### config.mk
export PLATFORM = sky130hd
export DESIGN_NAME = vid_top
export DESIGN_NICKNAME = d
export VERILOG_FILES = /design/src/hdl/vid_pkg.sv /design/src/hdl/vid_top.sv /design/src/hdl/vid_colmix.sv /design/src/hdl/vid_rom_arb.sv /design/src/hdl/vid_scroll.sv /design/src/hdl/vid_char.sv /design/src/hdl/vid_timing.sv
export SDC_FILE = /design/constraint.sdc
export NUM_CORES = 1
export LEC_CHECK = 0
export BUFFER_PORTS_ARGS = -buffer_cell sky130_fd_sc_hd__buf_4
export CAP_MARGIN = 10
export CORE_ASPECT_RATIO = 1.4
export CORE_MARGIN = 4
export CORE_UTILIZATION = 50
export CTS_CLUSTER_DIAMETER = 80
export DETAILED_ROUTE_END_ITERATION = 8
export MAX_ROUTING_LAYER = met4
export PLACE_DENSITY = 0.78
export SLEW_MARGIN = 20
export SYNTH_ARGS = -nofsm -noshare
export SYNTH_HDL_FRONTEND = slang
export SYNTH_HIERARCHICAL = 1
export SYNTH_SLANG_ARGS = --single-unit
export TNS_END_PERCENT = 30
### constraint.sdc
create_clock -name clk -period 2.9 [get_ports clk]
set_input_delay 0.58 -clock clk [delete_from_list [all_inputs] [get_ports clk]]
set_output_delay 0.58 -clock clk [all_outputs]
set_load 0.05 [all_outputs]
### src/hdl/vid_pkg.sv
// Tile video shared constants

`default_nettype none

package vid_pkg;

    // Horizontal counts, 6 bit counter
    localparam logic [5:0] H_TOTAL  = 6'd48;
    localparam logic [5:0] H_VIS    = 6'd32;   // First blanked count
    localparam logic [5:0] HS_START = 6'd36;
    localparam logic [5:0] HS_END   = 6'd40;   // Exclusive

    // Vertical counts, 5 bit counter
    localparam logic [4:0] V_TOTAL  = 5'd24;
    localparam logic [4:0] V_VIS    = 5'd16;
    localparam logic [4:0] VS_START = 5'd18;
    localparam logic [4:0] VS_END   = 5'd20;   // Exclusive

    // Fixed character map, one byte code per 8x8 tile
    localparam int CHAR_COLS = 4;
    localparam int CHAR_ROWS = 2;

    // Scroll world of 64x32 pixels, wraps both ways
    localparam int SCR_COLS = 8;
    localparam int SCR_ROWS = 4;

    // Graphics ROM word is {layer, code[7:0], row[2:0], half}
    localparam int ROM_AW = 13;
    // Four 4 bit pixels per word, pixel 0 in the low nibble
    localparam int ROM_DW = 16;

    // Pixel ticks from screen position to RGB
    localparam int PXL_DLY = 2;

endpackage

`default_nettype wire
### src/hdl/vid_top.sv
// Tile video subsystem

`default_nettype none

module vid_top
    import vid_pkg::*;
(
    input  wire               clk,
    input  wire               reset,
    input  wire               pxl_cen,
    // CPU bus
    input  wire  [7:0]        cpu_addr,
    input  wire  [7:0]        cpu_din,
    input  wire               cpu_wr,
    input  wire               char_cs,
    input  wire               scr_cs,
    input  wire               pal_cs,
    // Scroll offsets
    input  wire  [5:0]        scrhpos,
    input  wire  [4:0]        scrvpos,
    // Shared graphics ROM
    output logic [ROM_AW-1:0] rom_addr,
    output logic              rom_cs,
    input  wire  [ROM_DW-1:0] rom_data,
    input  wire               rom_ok,
    // Video
    output logic              hbl,
    output logic              vbl,
    output logic              hs,
    output logic              vs,
    output logic              lhbl_dly,
    output logic              lvbl_dly,
    output logic [3:0]        red,
    output logic [3:0]        green,
    output logic [3:0]        blue
);

logic [5:0]        hpos;
logic [4:0]        vpos;
logic [3:0]        char_pxl;
logic [3:0]        scr_pxl;
logic              char_req;
logic              char_ok;
logic [ROM_AW-1:0] char_addr;
logic              scr_req;
logic              scr_ok;
logic [ROM_AW-1:0] scr_addr;

vid_timing u_timing(
    .clk      ( clk      ),
    .reset    ( reset    ),
    .pxl_cen  ( pxl_cen  ),
    .hpos     ( hpos     ),
    .vpos     ( vpos     ),
    .hbl      ( hbl      ),
    .vbl      ( vbl      ),
    .hs       ( hs       ),
    .vs       ( vs       )
);

vid_char u_char(
    .clk      ( clk       ),
    .reset    ( reset     ),
    .pxl_cen  ( pxl_cen   ),
    .cpu_addr ( cpu_addr  ),
    .cpu_din  ( cpu_din   ),
    .cpu_wr   ( cpu_wr    ),
    .char_cs  ( char_cs   ),
    .hpos     ( hpos      ),
    .vpos     ( vpos      ),
    .rom_req  ( char_req  ),
    .rom_addr ( char_addr ),
    .rom_data ( rom_data  ),   // Data goes to both, ok strobe is steered
    .rom_ok   ( char_ok   ),
    .char_pxl ( char_pxl  )
);

vid_scroll u_scroll(
    .clk      ( clk       ),
    .reset    ( reset     ),
    .pxl_cen  ( pxl_cen   ),
    .cpu_addr ( cpu_addr  ),
    .cpu_din  ( cpu_din   ),
    .cpu_wr   ( cpu_wr    ),
    .scr_cs   ( scr_cs    ),
    .hpos     ( hpos      ),
    .vpos     ( vpos      ),
    .scrhpos  ( scrhpos   ),
    .scrvpos  ( scrvpos   ),
    .rom_req  ( scr_req   ),
    .rom_addr ( scr_addr  ),
    .rom_data ( rom_data  ),
    .rom_ok   ( scr_ok    ),
    .scr_pxl  ( scr_pxl   )
);

vid_rom_arb u_rom_arb(
    .clk       ( clk       ),
    .reset     ( reset     ),
    .char_req  ( char_req  ),
    .char_addr ( char_addr ),
    .scr_req   ( scr_req   ),
    .scr_addr  ( scr_addr  ),
    .char_ok   ( char_ok   ),
    .scr_ok    ( scr_ok    ),
    .rom_cs    ( rom_cs    ),
    .rom_addr  ( rom_addr  ),
    .rom_ok    ( rom_ok    )
);

vid_colmix u_colmix(
    .clk      ( clk      ),
    .reset    ( reset    ),
    .pxl_cen  ( pxl_cen  ),
    .cpu_addr ( cpu_addr ),
    .cpu_din  ( cpu_din  ),
    .cpu_wr   ( cpu_wr   ),
    .pal_cs   ( pal_cs   ),
    .hbl      ( hbl      ),
    .vbl      ( vbl      ),
    .char_pxl ( char_pxl ),
    .scr_pxl  ( scr_pxl  ),
    .lhbl_dly ( lhbl_dly ),
    .lvbl_dly ( lvbl_dly ),
    .red      ( red      ),
    .green    ( green    ),
    .blue     ( blue     )
);

endmodule

`default_nettype wire

### src/hdl/vid_colmix.sv
// Colour mixer and palette

`default_nettype none

module vid_colmix
    import vid_pkg::*;
(
    input  wire        clk,
    input  wire        reset,
    input  wire        pxl_cen,
    input  wire  [7:0] cpu_addr,
    input  wire  [7:0] cpu_din,
    input  wire        cpu_wr,
    input  wire        pal_cs,
    input  wire        hbl,
    input  wire        vbl,
    input  wire  [3:0] char_pxl,
    input  wire  [3:0] scr_pxl,
    output logic       lhbl_dly,
    output logic       lvbl_dly,
    output logic [3:0] red,
    output logic [3:0] green,
    output logic [3:0] blue
);

logic [7:0] pal_ram [64];   // Byte address {index, hi}
logic       char_clear;
logic [4:0] mix_idx;
logic [4:0] pal_idx;
logic       hbl_r;
logic       vbl_r;
logic [7:0] pal_lo;
logic [3:0] pal_blue;

always_ff @(posedge clk) begin
    if (cpu_wr && pal_cs) begin
        pal_ram[cpu_addr[5:0]] <= cpu_din;
    end
end

// Char pixel 0 is see-through
assign char_clear = char_pxl == 4'd0;
assign mix_idx    = {char_clear, char_clear ? scr_pxl : char_pxl};

// First pixel stage, palette index
always_ff @(posedge clk) begin
    if (pxl_cen) begin
        pal_idx <= mix_idx;
    end
end

assign pal_lo   = pal_ram[{pal_idx, 1'b0}];     // Green and red
assign pal_blue = pal_ram[{pal_idx, 1'b1}][3:0];

// Second stage, colour out with blanking
always_ff @(posedge clk) begin
    if (reset) begin
        hbl_r    <= 1'b1;   // Treated as blank before the first pixel
        vbl_r    <= 1'b1;
        lhbl_dly <= 1'b0;
        lvbl_dly <= 1'b0;
        red      <= 4'd0;
        green    <= 4'd0;
        blue     <= 4'd0;
    end else if (pxl_cen) begin
        hbl_r    <= hbl;
        vbl_r    <= vbl;
        lhbl_dly <= !hbl_r;
        lvbl_dly <= !vbl_r;
        if (hbl_r || vbl_r) begin
            red   <= 4'd0;
            green <= 4'd0;
            blue  <= 4'd0;
        end else begin
            red   <= pal_lo[3:0];
            green <= pal_lo[7:4];
            blue  <= pal_blue;
        end
    end
end

endmodule

`default_nettype wire

### src/hdl/vid_rom_arb.sv
// Graphics ROM arbiter

`default_nettype none

module vid_rom_arb
    import vid_pkg::*;
(
    input  wire               clk,
    input  wire               reset,
    input  wire               char_req,
    input  wire  [ROM_AW-1:0] char_addr,
    input  wire               scr_req,
    input  wire  [ROM_AW-1:0] scr_addr,
    output logic              char_ok,
    output logic              scr_ok,
    output logic              rom_cs,
    output logic [ROM_AW-1:0] rom_addr,
    input  wire               rom_ok
);

logic grant_char;
logic grant_scr;
logic idle;

assign idle = !grant_char && !grant_scr;

// Char wins when both ask, a grant stays until the ROM answers
always_ff @(posedge clk) begin
    if (reset) begin
        grant_char <= 1'b0;
        grant_scr  <= 1'b0;
    end else if (idle) begin
        if (char_req) begin
            grant_char <= 1'b1;
        end else if (scr_req) begin
            grant_scr <= 1'b1;
        end
    end else if (rom_ok) begin
        grant_char <= 1'b0;   // Back to idle for a clock
        grant_scr  <= 1'b0;
    end
end

// Chip select drops between accesses, so each word gets its own rise
assign rom_cs   = !idle;
assign rom_addr = grant_scr ? scr_addr : char_addr;

// Done strobe goes to whoever holds the grant
assign char_ok = grant_char && rom_ok;
assign scr_ok  = grant_scr && rom_ok;

endmodule

`default_nettype wire

### src/hdl/vid_scroll.sv
// Scrolling background layer

`default_nettype none

module vid_scroll
    import vid_pkg::*;
(
    input  wire               clk,
    input  wire               reset,
    input  wire               pxl_cen,
    input  wire  [7:0]        cpu_addr,
    input  wire  [7:0]        cpu_din,
    input  wire               cpu_wr,
    input  wire               scr_cs,
    input  wire  [5:0]        hpos,
    input  wire  [4:0]        vpos,
    input  wire  [5:0]        scrhpos,
    input  wire  [4:0]        scrvpos,
    output logic              rom_req,
    output logic [ROM_AW-1:0] rom_addr,
    input  wire  [ROM_DW-1:0] rom_data,
    input  wire               rom_ok,
    output logic [3:0]        scr_pxl
);

logic [7:0]          scr_map [SCR_COLS*SCR_ROWS];
logic                late_grp;
logic [4:0]          line;
logic [2:0]          tcol;
logic [2:0]          wcol;
logic [4:0]          wy;
logic                start;
logic                half;
logic [7:0]          code_r;
logic [2:0]          row_r;
logic [ROM_DW-1:0]   word0;
logic [ROM_DW-1:0]   word1;
logic [4*ROM_DW-1:0] pxl_buf;   // Two tiles, lower one is the current group
logic [3:0]          pix_idx;

// Map is {row[1:0], col[2:0]}
always_ff @(posedge clk) begin
    if (cpu_wr && scr_cs) begin
        scr_map[cpu_addr[4:0]] <= cpu_din;
    end
end

// Group g loads tile column g+2 so the buffer holds g and g+1.
// The two blanked groups bring in columns 0 and 1 of the next line.
assign late_grp = hpos >= H_VIS;

always_comb begin
    if (late_grp) begin
        tcol = {2'b00, hpos[3]};
        line = (vpos == V_TOTAL - 5'd1) ? 5'd0 : vpos + 5'd1;
    end else begin
        tcol = hpos[5:3] + 3'd2;
        line = vpos;
    end
end

assign wcol = tcol + scrhpos[5:3];   // Wraps at 64 pixels
assign wy   = line + scrvpos;        // Wraps at 32 lines

always_ff @(posedge clk) begin
    if (reset) begin
        start   <= 1'b0;
        rom_req <= 1'b0;
        half    <= 1'b0;
    end else begin
        start <= pxl_cen && (hpos[2:0] == 3'd7);
        if (start) begin
            rom_req <= 1'b1;
            half    <= 1'b0;
        end else if (rom_ok) begin
            half <= 1'b1;
            if (half) begin
                rom_req <= 1'b0;
            end
        end
    end
end

always_ff @(posedge clk) begin
    if (start) begin
        code_r <= scr_map[{wy[4:3], wcol}];
        row_r  <= wy[2:0];
    end
    if (rom_ok) begin
        if (half) begin
            word1 <= rom_data;
        end else begin
            word0 <= rom_data;
        end
    end
    // Upper tile moves down, new tile enters on top
    if (pxl_cen && (hpos[2:0] == 3'd7)) begin
        pxl_buf <= {word1, word0, pxl_buf[4*ROM_DW-1:2*ROM_DW]};
    end
end

assign rom_addr = {1'b1, code_r, row_r, half};

// Fine offset picks across the tile boundary
assign pix_idx = {1'b0, hpos[2:0]} + {1'b0, scrhpos[2:0]};
assign scr_pxl = pxl_buf[{pix_idx, 2'b00} +: 4];

endmodule

`default_nettype wire

### src/hdl/vid_char.sv
// Fixed character layer

`default_nettype none

module vid_char
    import vid_pkg::*;
(
    input  wire               clk,
    input  wire               reset,
    input  wire               pxl_cen,
    input  wire  [7:0]        cpu_addr,
    input  wire  [7:0]        cpu_din,
    input  wire               cpu_wr,
    input  wire               char_cs,
    input  wire  [5:0]        hpos,
    input  wire  [4:0]        vpos,
    output logic              rom_req,
    output logic [ROM_AW-1:0] rom_addr,
    input  wire  [ROM_DW-1:0] rom_data,
    input  wire               rom_ok,
    output logic [3:0]        char_pxl
);

logic [7:0]          char_map [CHAR_COLS*CHAR_ROWS];
logic                last_grp;
logic [2:0]          next_grp;
logic [4:0]          line;
logic [2:0]          map_idx;
logic                start;
logic                half;
logic [7:0]          code_r;
logic [2:0]          row_r;
logic [ROM_DW-1:0]   word0;
logic [ROM_DW-1:0]   word1;
logic [2*ROM_DW-1:0] shifter;

// Map is {row, col}
always_ff @(posedge clk) begin
    if (cpu_wr && char_cs) begin
        char_map[cpu_addr[2:0]] <= cpu_din;
    end
end

assign last_grp = hpos >= H_TOTAL - 6'd8;

// Tile of the group after the current one
always_comb begin
    if (last_grp) begin
        next_grp = 3'd0;    // First group of the next line
        line     = (vpos == V_TOTAL - 5'd1) ? 5'd0 : vpos + 5'd1;
    end else begin
        next_grp = hpos[5:3] + 3'd1;
        line     = vpos;
    end
end

assign map_idx = {line[3], next_grp[1:0]};

// Fetch starts one clock into each group, once hpos has moved on
always_ff @(posedge clk) begin
    if (reset) begin
        start   <= 1'b0;
        rom_req <= 1'b0;
        half    <= 1'b0;
    end else begin
        start <= pxl_cen && (hpos[2:0] == 3'd7);
        if (start) begin
            rom_req <= 1'b1;
            half    <= 1'b0;
        end else if (rom_ok) begin
            half <= 1'b1;
            if (half) begin
                rom_req <= 1'b0;    // Both halves in
            end
        end
    end
end

always_ff @(posedge clk) begin
    if (start) begin
        code_r <= char_map[map_idx];   // Held for the whole fetch
        row_r  <= line[2:0];
    end
    if (rom_ok) begin
        if (half) begin
            word1 <= rom_data;
        end else begin
            word0 <= rom_data;
        end
    end
    if (pxl_cen) begin
        shifter <= (hpos[2:0] == 3'd7) ? {word1, word0} : shifter >> 4;
    end
end

assign rom_addr = {1'b0, code_r, row_r, half};
assign char_pxl = shifter[3:0];

endmodule

`default_nettype wire

### src/hdl/vid_timing.sv
// Video timing generator

`default_nettype none

module vid_timing
    import vid_pkg::*;
(
    input  wire        clk,
    input  wire        reset,
    input  wire        pxl_cen,
    output logic [5:0] hpos,
    output logic [4:0] vpos,
    output logic       hbl,
    output logic       vbl,
    output logic       hs,
    output logic       vs
);

logic [5:0] h_nxt;
logic [4:0] v_nxt;
logic       line_end;

assign line_end = hpos == H_TOTAL - 6'd1;

// Next counter values, blank and sync are decoded from these
always_comb begin
    h_nxt = line_end ? 6'd0 : hpos + 6'd1;
    v_nxt = vpos;
    if (line_end) begin
        v_nxt = (vpos == V_TOTAL - 5'd1) ? 5'd0 : vpos + 5'd1;
    end
end

always_ff @(posedge clk) begin
    if (reset) begin
        hpos <= 6'd0;
        vpos <= 5'd0;
        hbl  <= 1'b0;   // Position 0,0 is visible
        vbl  <= 1'b0;
        hs   <= 1'b0;
        vs   <= 1'b0;
    end else if (pxl_cen) begin
        hpos <= h_nxt;
        vpos <= v_nxt;
        hbl  <= h_nxt >= H_VIS;
        vbl  <= v_nxt >= V_VIS;
        hs   <= (h_nxt >= HS_START) && (h_nxt < HS_END);
        // Vertical sync covers whole lines
        vs   <= (v_nxt >= VS_START) && (v_nxt < VS_END);
    end
end

endmodule

`default_nettype wire

==> results of run 1 <==
## final timing paths
check	start	end	slack (ps)	cells after the start
setup / recovery	u_timing/vpos[0]	u_scroll/code_r[0]	-80	12
hold / removal	rom_data[1]	u_scroll/word1[1]	160	1
setup reg to reg	u_timing/vpos[0]	u_scroll/code_r[0]	-80	12
hold reg to reg	u_scroll/word0[7]	u_scroll/pxl_buf[39]	420	0
## sequential cells by signal, indices dropped and copies added (netlist names), 5 cells and up, named ones only
register,cells
u_colmix/pal_ram,384
u_char/char_map,64
u_scroll/pxl_buf,64
u_scroll/word0,16
u_scroll/code_r,8
u_colmix/pal_idx,5
u_scroll/scr_map,256
u_timing/vpos,5
u_char/word0,16
u_scroll/word1,16
u_timing/hpos,6
u_char/word1,16
u_char/shifter,32
u_char/code_r,8
## synthesized netlist by cell type (all sizes together), types with 3 or more instances
cell type and n:
buf 72, dfxtp 42, or3b 5, o21ai 11
or3 6, mux2i 118, nand3b 8, o32ai 7
nor2b 21, a21o 8, nand2 39, nor3 10
o31ai 8, a21oi 45, o22a 16, nand2b 19
o211ai 4, or2 4, ha 12, mux2 102
a2111oi 9, fa 3, nor2 138, edfxtp 891
xnor2 11, inv 33, and2 3, a221oi 19
a211oi 7, nor3b 4, mux4 143, a311oi 7
nand3 15, clkbuf 26, nand4 4, o22ai 27
## what timing repair did
action,in CTS,in global routing
hold endpoints to repair,0,0
setup buffers,2,1
resized for setup,32,7
hold buffers,0,0
setup endpoints to repair,8,8
pin swaps,3,4
gates cloned,1,0
## metrics by stage
step                      std cells  setup WS, ps
after detailed placement       3015        -267.9
after CTS                      3161         4.435
final                          3163        -75.46
after global routing           3163        -121.6
after floorplan                1921         4.163
after global placement         3015        -236.0
## layout make-up
| cell class | instances | area, um2 | share of cell area [%] |
|---|---|---|---|
| multi-input combinational | 856 | 8992 | 21.13 |
| antenna | 1 | 2.502 | 0.005879 |
| sequential | 933 | 27610 | 64.87 |
| timing repair buffer | 236 | 2047 | 4.809 |
| tap | 960 | 1201 | 2.822 |
| inverter | 34 | 128.9 | 0.3028 |
| clock inverter | 53 | 563.0 | 1.323 |
| clock buffer | 90 | 2017 | 4.739 |
## cell usage in the layout, fill, tap and decap left out, types with 8 or more instances in the layout
cell type and count:
edfxtp_1 891, buf_4 209, nor2_1 137, mux4_2 106, mux2i_1 104, mux2_2 89, clkbuf_16 78, a21oi_1 40
nand2_1 38, mux4_1 37, dfxtp_1 35, inv_1 33, o22ai_1 27, nor2b_1 21, a221oi_1 19, buf_12 18
nand2b_1 18, clkinv_2 17, o22a_1 16, clkinv_1 14, nand3_1 13, mux2_4 13, clkbuf_1 10, mux2i_4 10
bufinv_16 9, o21ai_0 9, nor3_1 9, a2111oi_0 9, buf_6 8, nand3b_1 8, ha_1 8, a21o_1 8
o31ai_1 8
## per-layer routing
| metal | part of all wire, % | wire length [um] | vias up |
|---|---|---|---|
| met1 | 38 | 29430 | 9740 |
| met3 | 6.9 | 5377 | 150 |
| met4 | 3.4 | 2677 | 0 |
| met2 | 52 | 40500 | 795 |
| met5 | 0 | 0 | - |
| li1 | - | - | 8193 |
## power by group through the flow
stage	Sequential (uW)	Combinational [uW]	Clock (uW)
after floorplan	15200	988	0
after global placement	15200	1580	0
after detailed placement	15200	1630	0
after CTS	14900	1680	10700
after global routing	14900	1780	11300
final	14900	1680	10600
## logic make-up (layout without fill, tap and decap cells)
logic type	after synthesis	after routing	synth area share (%)
xor gates and xnor gates	13	13	0.4474
AOI/OAI and AO/OA	176	176	3.374
adders and majority gates	15	15	0.5651
buffers and inverters	132	413	2.166
other	2	3	0.02019
DFF	933	933	74.19
muxes	363	363	15.44
and+or+nand+nor	287	287	3.798
==> key figures, run 1 <==
Timing
  • Fin crit share: 102.6%
  • Period minus WS final: 2975 ps
  • Post-route setup slack: -75.46 ps
  • Hold_ws: 164.0 ps
  • Fin. max-slew vios: 0
  • Worst slew margin: 39.21%
  • Setup TNS: -155.8 ps
  • Clock Skews: 34.74 ps
  • Worst slew pin tran: 911.9 ps
  • Count of final hold-check violations: 0
  • Max Fclk: 336.1 MHz
  • Final setup vio count: 6
  • RSZ-0062 raised after global routing: true

Power
  • Design internal power: 21,430 uW
  • Switching pwr: 5699 uW
  • Net Sw Frac: 21.00%
  • Tot Pwr: 27,130 uW
  • Leakage power total: 0.01422 uW
  • PwrDens: 637.4 nW/um2
  • Flop pwr share: 54.9%
  • Clock group share of total power: 38.9%
  • VDD IR max: 0.0004531 V
  • Gate power share: 6.2%

Critical path
  • WS Path Type: flop to flop
  • Worst path cell trace: ha_4, mux2_4, ha_4, a21o_1, a21oi_4, xnor2_4, buf_12, buf_12, mux2i_1, buf_4, mux2i_4, mux2_4
  • Critical Path RT: 3270 ps
  • Delay-heaviest family, CP: multiplexers
  • Worst Setup End Kind: flop
  • Max incr delay on CP: 360 ps
  • CP Launch Type: flop
  • Crit path DAT: 3350 ps
  • WP buf/inv: 3
  • Highest-delay cell along the critical path: dfxtp_4
  • Crit-path max FO: 7

Run
  • Max-Cap Viols: 0

Global route
  • GR Util All Layers: 20.19%
  • Largest net degree at the start of global routing: 105
  • Remaining Overflow, GRT: 0
  • Initial antenna violation count: 1
  • First-pass GRT wire length: 118.5 mm
  • Met1 track utilization from global routing: 24.96%
  • Vias in the first global route: 19,403
  • Met3 global-route usage: 3.040%
  • M2 GR Usage: 34.26%
  • Most Used Layer, Global Route: met2

Final layout
  • Nets@finish: 2,204
  • Syn-to-layout area delta: 14.43%
  • Fraction of layout cells with a size suffix above 1: 27.93%
  • Post-layout instance area: 42,560 um2
  • Fill cells: 5,156
  • Finished Core Util: 57.66%

Yosys
  • Mapped Cells: 1,921
  • Syn_nets: 1,987
  • Post-synth top area share: 71.93%
  • Sequential fraction of the synthesis area: 74.19%
  • Post-synth EDFFs: 891
  • Post-synth cell types: 75
  • Synthesized area: 37,200 um2
  • Yosys reg bits: 933
  • Avg Inst Size Synth: 19.36 um2
  • Ys async rst share: 0%
  • Primary FF master, synth: edfxtp_1
  • Ys Warns: 6
  • Leading area contributor after synthesis: edfxtp_1
  • Top cells by area, synth: edfxtp_1 72%, mux4_2 6.4%, mux2i_1 3.1%

Routing
  • Drt pass-1 iters: 5
  • DR vias: 18,878
  • # DRC: 0
  • Drt via density: 5.968
  • Drt total wl: 77.99 mm
  • Violation count after the first detailed-route iteration: 1,899
  • Antenna Nets Post-Route: 0
  • Routed WL per cell: 24.66 um

Run status
  • Status: finished with violations
  • Failing checks: setup timing

CTS
  • Clock root cell: clkbuf_16
  • Clock latency on the worst-skew pair: 630 ps
  • Clock buffer depth: 3
  • Clock sink count: 933
  • Clk slew on worst S/H paths: 70 ps
  • Clock tree from TritonCTS: done
  • Total CTS buffers: 77
  • H-tree Lvls: 3

Place
  • Final GP Congestion: 0.8771
  • Cell Area, Placed: 39,700 um2
  • Hpwl dp: 49.12 mm
  • # port buffers: 80

Floorplan
  • Die W: 238.5 um
  • Die area: 78,880 um2
  • I/O pin total: 83
  • Die height: 330.7 um
  • Placement Rows: 118
  • Initial Util: 50.39%
  • Core Region: 73,820 um2

Worst hold path
  • Worst min path class: primary input to flop
(Power assumes the default switching activity.)
==> inputs of run 2 (changes only) <==
REMOVE_ABC_BUFFERS = 1   (was not set)
==> run 2 against run 1 <==
Effect of this change: the flow still finishes with violations (setup timing); sequential cell count is the same; cell count grew 0.63%; first-iteration DRC count grew 0.47%; combinational power is essentially flat; core utilization grew 0.18 points; cell area grew 0.31%; count of clock-buffer cells in the layout grew 9; setup slack lost 15 ps; non-clock buffer count grew 14; die area is the same; sequential share of layout area shrank 0.21 points; critical path type unchanged; critical endpoint is now u_scroll/code_r[7].
==> key figures, run 2 (synthesized netlist as in run 1, its figures left out) <==
Run status
  • Status: finished with violations
  • Failing checks: setup timing

Power
  • PwrDens: 633.1 nW/um2 (-0.69%)
  • Leakage power total: 0.01430 uW (+0.59%)
  • Tot Pwr: 27,030 uW (-0.37%)
  • VDD IR max: 0.0004886 V (+7.8%)

CTS
  • Clock root cell: clkbuf_16
  • Clock tree from TritonCTS: done
  • Clock sink count: 933 (unchanged)
  • Clock buffer depth: 3 (unchanged)
  • H-tree Lvls: 3 (unchanged)
  • Total CTS buffers: 81 (+5.2%)
  • Clock latency on the worst-skew pair: 640 ps (about the same)
  • Clk slew on worst S/H paths: 60 ps (about the same)
  • Hold_buf cts: 0 (unchanged)

Place
  • Placement Setup Slack: -270.4 ps (-2.503 ps)
  • Hpwl dp: 49.90 mm (+1.6%)
  • Cell Area, Placed: 39,730 um2 (about the same)
  • Placed Cells: 3,018 (+0.10%)
  • Final GP Congestion: 0.8582 (-2.2%)
  • # port buffers: 80 (unchanged)

Global route
  • First-pass GRT wire length: 119.8 mm (+1.1%)
  • Largest net degree at the start of global routing: 73 (-30%)
  • GR Util All Layers: 20.54% (+0.35 points)
  • Initial antenna violation count: 2 (+1)
  • Remaining Overflow, GRT: 0 (unchanged)
  • Vias in the first global route: 19,592 (+0.97%)

Timing
  • Count of final hold-check violations: 0 (unchanged)
  • Max Fclk: 334.4 MHz (-0.50%)
  • Worst slew pin tran: 1094 ps (+182.5 ps)
  • Worst slew margin: 26.77% (-12 points)
  • RSZ-0062 raised after global routing: true
  • Final setup vio count: 5 (-1)
  • Setup TNS: -121.2 ps (+34.59 ps)
  • Fin crit share: 103.1% (+0.51 points)
  • Clock Skews: 23.29 ps (-11.44 ps)
  • Period minus WS final: 2990 ps (+14.85 ps)
  • Fin. max-slew vios: 0 (unchanged)
  • Post-route setup slack: -90.31 ps (-14.86 ps)

Routing
  • Highest metal used: met4
  • DR vias: 18,970 (+0.49%)
  • # DRC: 0 (unchanged)
  • Routed wl met3: 4.855 mm (-9.7%)
  • Violation count after the first detailed-route iteration: 1,908 (+0.47%)
  • Drt via density: 5.960 (-0.14%)
  • Antenna Nets Post-Route: 0 (unchanged)
  • M1 wire length: 29.98 mm (+1.8%)
  • Drt pass-1 iters: 6 (+1)
  • Drt total wl: 79.43 mm (+1.8%)
  • Routed WL per cell: 24.96 um (+1.2%)
  • WL met2: 41.71 mm (+3.0%)

Final layout
  • Nets@finish: 2,222 (+0.82%)
  • Non-Filler Instances: 3,183 (+0.63%)
  • Most common cell after layout, fill and taps aside: edfxtp_1
  • Largest register FFs: 384 (unchanged)
  • Commonest cells after routing, fill and taps aside: 891 x edfxtp_1, 218 x buf_4, 137 x nor2_1, 110 x mux4_2, 108 x mux2i_1
  • Syn-to-layout area delta: 14.79%
  • Fraction of layout cells with a size suffix above 1: 28.55% (+0.62 points)
  • Post-layout instance area: 42,700 um2 (+0.31%)

Critical path
  • Crit path from: u_timing/hpos[5]
  • Crit-path max FO: 6 (-1)
  • CP Launch Type: flop
  • Critical Path RT: 3270 ps (about the same)
  • R2r setup slk: -90 ps (about the same)
  • Crit path DAT: 3370 ps (+20 ps)
  • WS Path Type: flop to flop
  • Capturing point of the worst reg2reg path: u_scroll/code_r[7]
  • Reg2reg path depth: 13 (+1)
  • Worst Setup End Kind: flop
  • Critical Path End: u_scroll/code_r[7]
  • FF-to-FF Start: u_timing/hpos[5]

Floorplan
  • Core Region: 73,820 um2 (unchanged)
  • Placement Rows: 118 (unchanged)
  • Initial Util: 50.39% (unchanged)
  • Die height: 330.7 um (unchanged)
  • I/O pin total: 83 (unchanged)
  • Die W: 238.5 um (unchanged)
  • Die area: 78,880 um2 (unchanged)

Worst hold path
  • Worst min path class: primary input to flop

Run
  • Max-Cap Viols: 0 (unchanged)
==> run 2: cell types whose count changed in the layout (fill, tap and decap cells not counted), moves of 5 or more <==
| cell | before | now |
|---|---|---|
| buf_4 | 209 | 218 |
| bufinv_16 | 9 | 3 |
| buf_12 | 18 | 23 |
| mux2i_4 | 10 | 4 |
==> run 2: how the worst min path moves through the flow <==
stage / startpoint / endpoint / slack (ps) / depth (start not counted)
global placement: u_scroll/word0[15] / u_scroll/pxl_buf[47] / 400 / 0
global route: rom_data[1] / u_scroll/word0[1] / 130 / 1
finish: rom_data[1] / u_scroll/word0[1] / 160 / 1
detailed placement: u_scroll/word0[14] / u_scroll/pxl_buf[46] / 400 / 0
CTS: rom_data[1] / u_scroll/word1[1] / 120 / 1
floorplan: u_scroll/word0[0] / u_scroll/pxl_buf[32] / 400 / 0
==> run 2: where the power goes <==
part           switching (uW)  leakage (uW)  internal [uW]
registers                73.6       0.00840          14800
clock network            4770       0.00126           5640
logic                     947       0.00465            761
==> run 2: layer usage <==
layer	up-vias	track usage, %
met2	803	35.01
met1	9808	25.05
li1	8217	-
met3	142	2.957
met5	-	-
met4	0	8.017
==> run 2: critical path, stage by stage (launching register included) <==
cell and delay (ps):
dfxtp_4 350, buf_4 130, buf_4 110, mux2_2 330, ha_2 180, a21o_1 180
a21oi_4 210, xnor2_4 170, buf_12 180, buf_12 140, mux2i_1 210, buf_4 150
mux2i_1 100, mux2_4 280
==> run 2: what timing repair did <==
| item | 4_1_cts | 5_1_grt |
|---|---|---|
| setup buffers | 11 | 1 |
| gates resized for setup | 31 | 11 |
| pin swaps | 4 | 4 |
| cloned | 3 | 1 |
| endpoints found under the setup margin | 8 | 8 |
==> run 2: area by class of cell <==
cell class,instances,area [um2]
Antenna cell,2,5.005
Clock buffer,99,2145
Clock inverter,49,446.7
Fill cell,5139,31120
Inverter,34,128.9
Multi-Input combinational cell,856,8909
Sequential cell,933,27610
Tap cell,960,1201
Timing Repair Buffer,250,2252
==> run 2: per-stage QoR <==
| stage | util [%] | hold WS (ps) |
|---|---|---|
| 2_1_floorplan | - | 400.3 |
| 3_3_place_gp | 53.83 | 400.2 |
| 3_5_place_dp | 53.83 | 404.5 |
| 4_1_cts | 57.73 | 118.7 |
| 5_1_grt | 57.84 | 129.1 |
| 6_report | 57.84 | 157.2 |
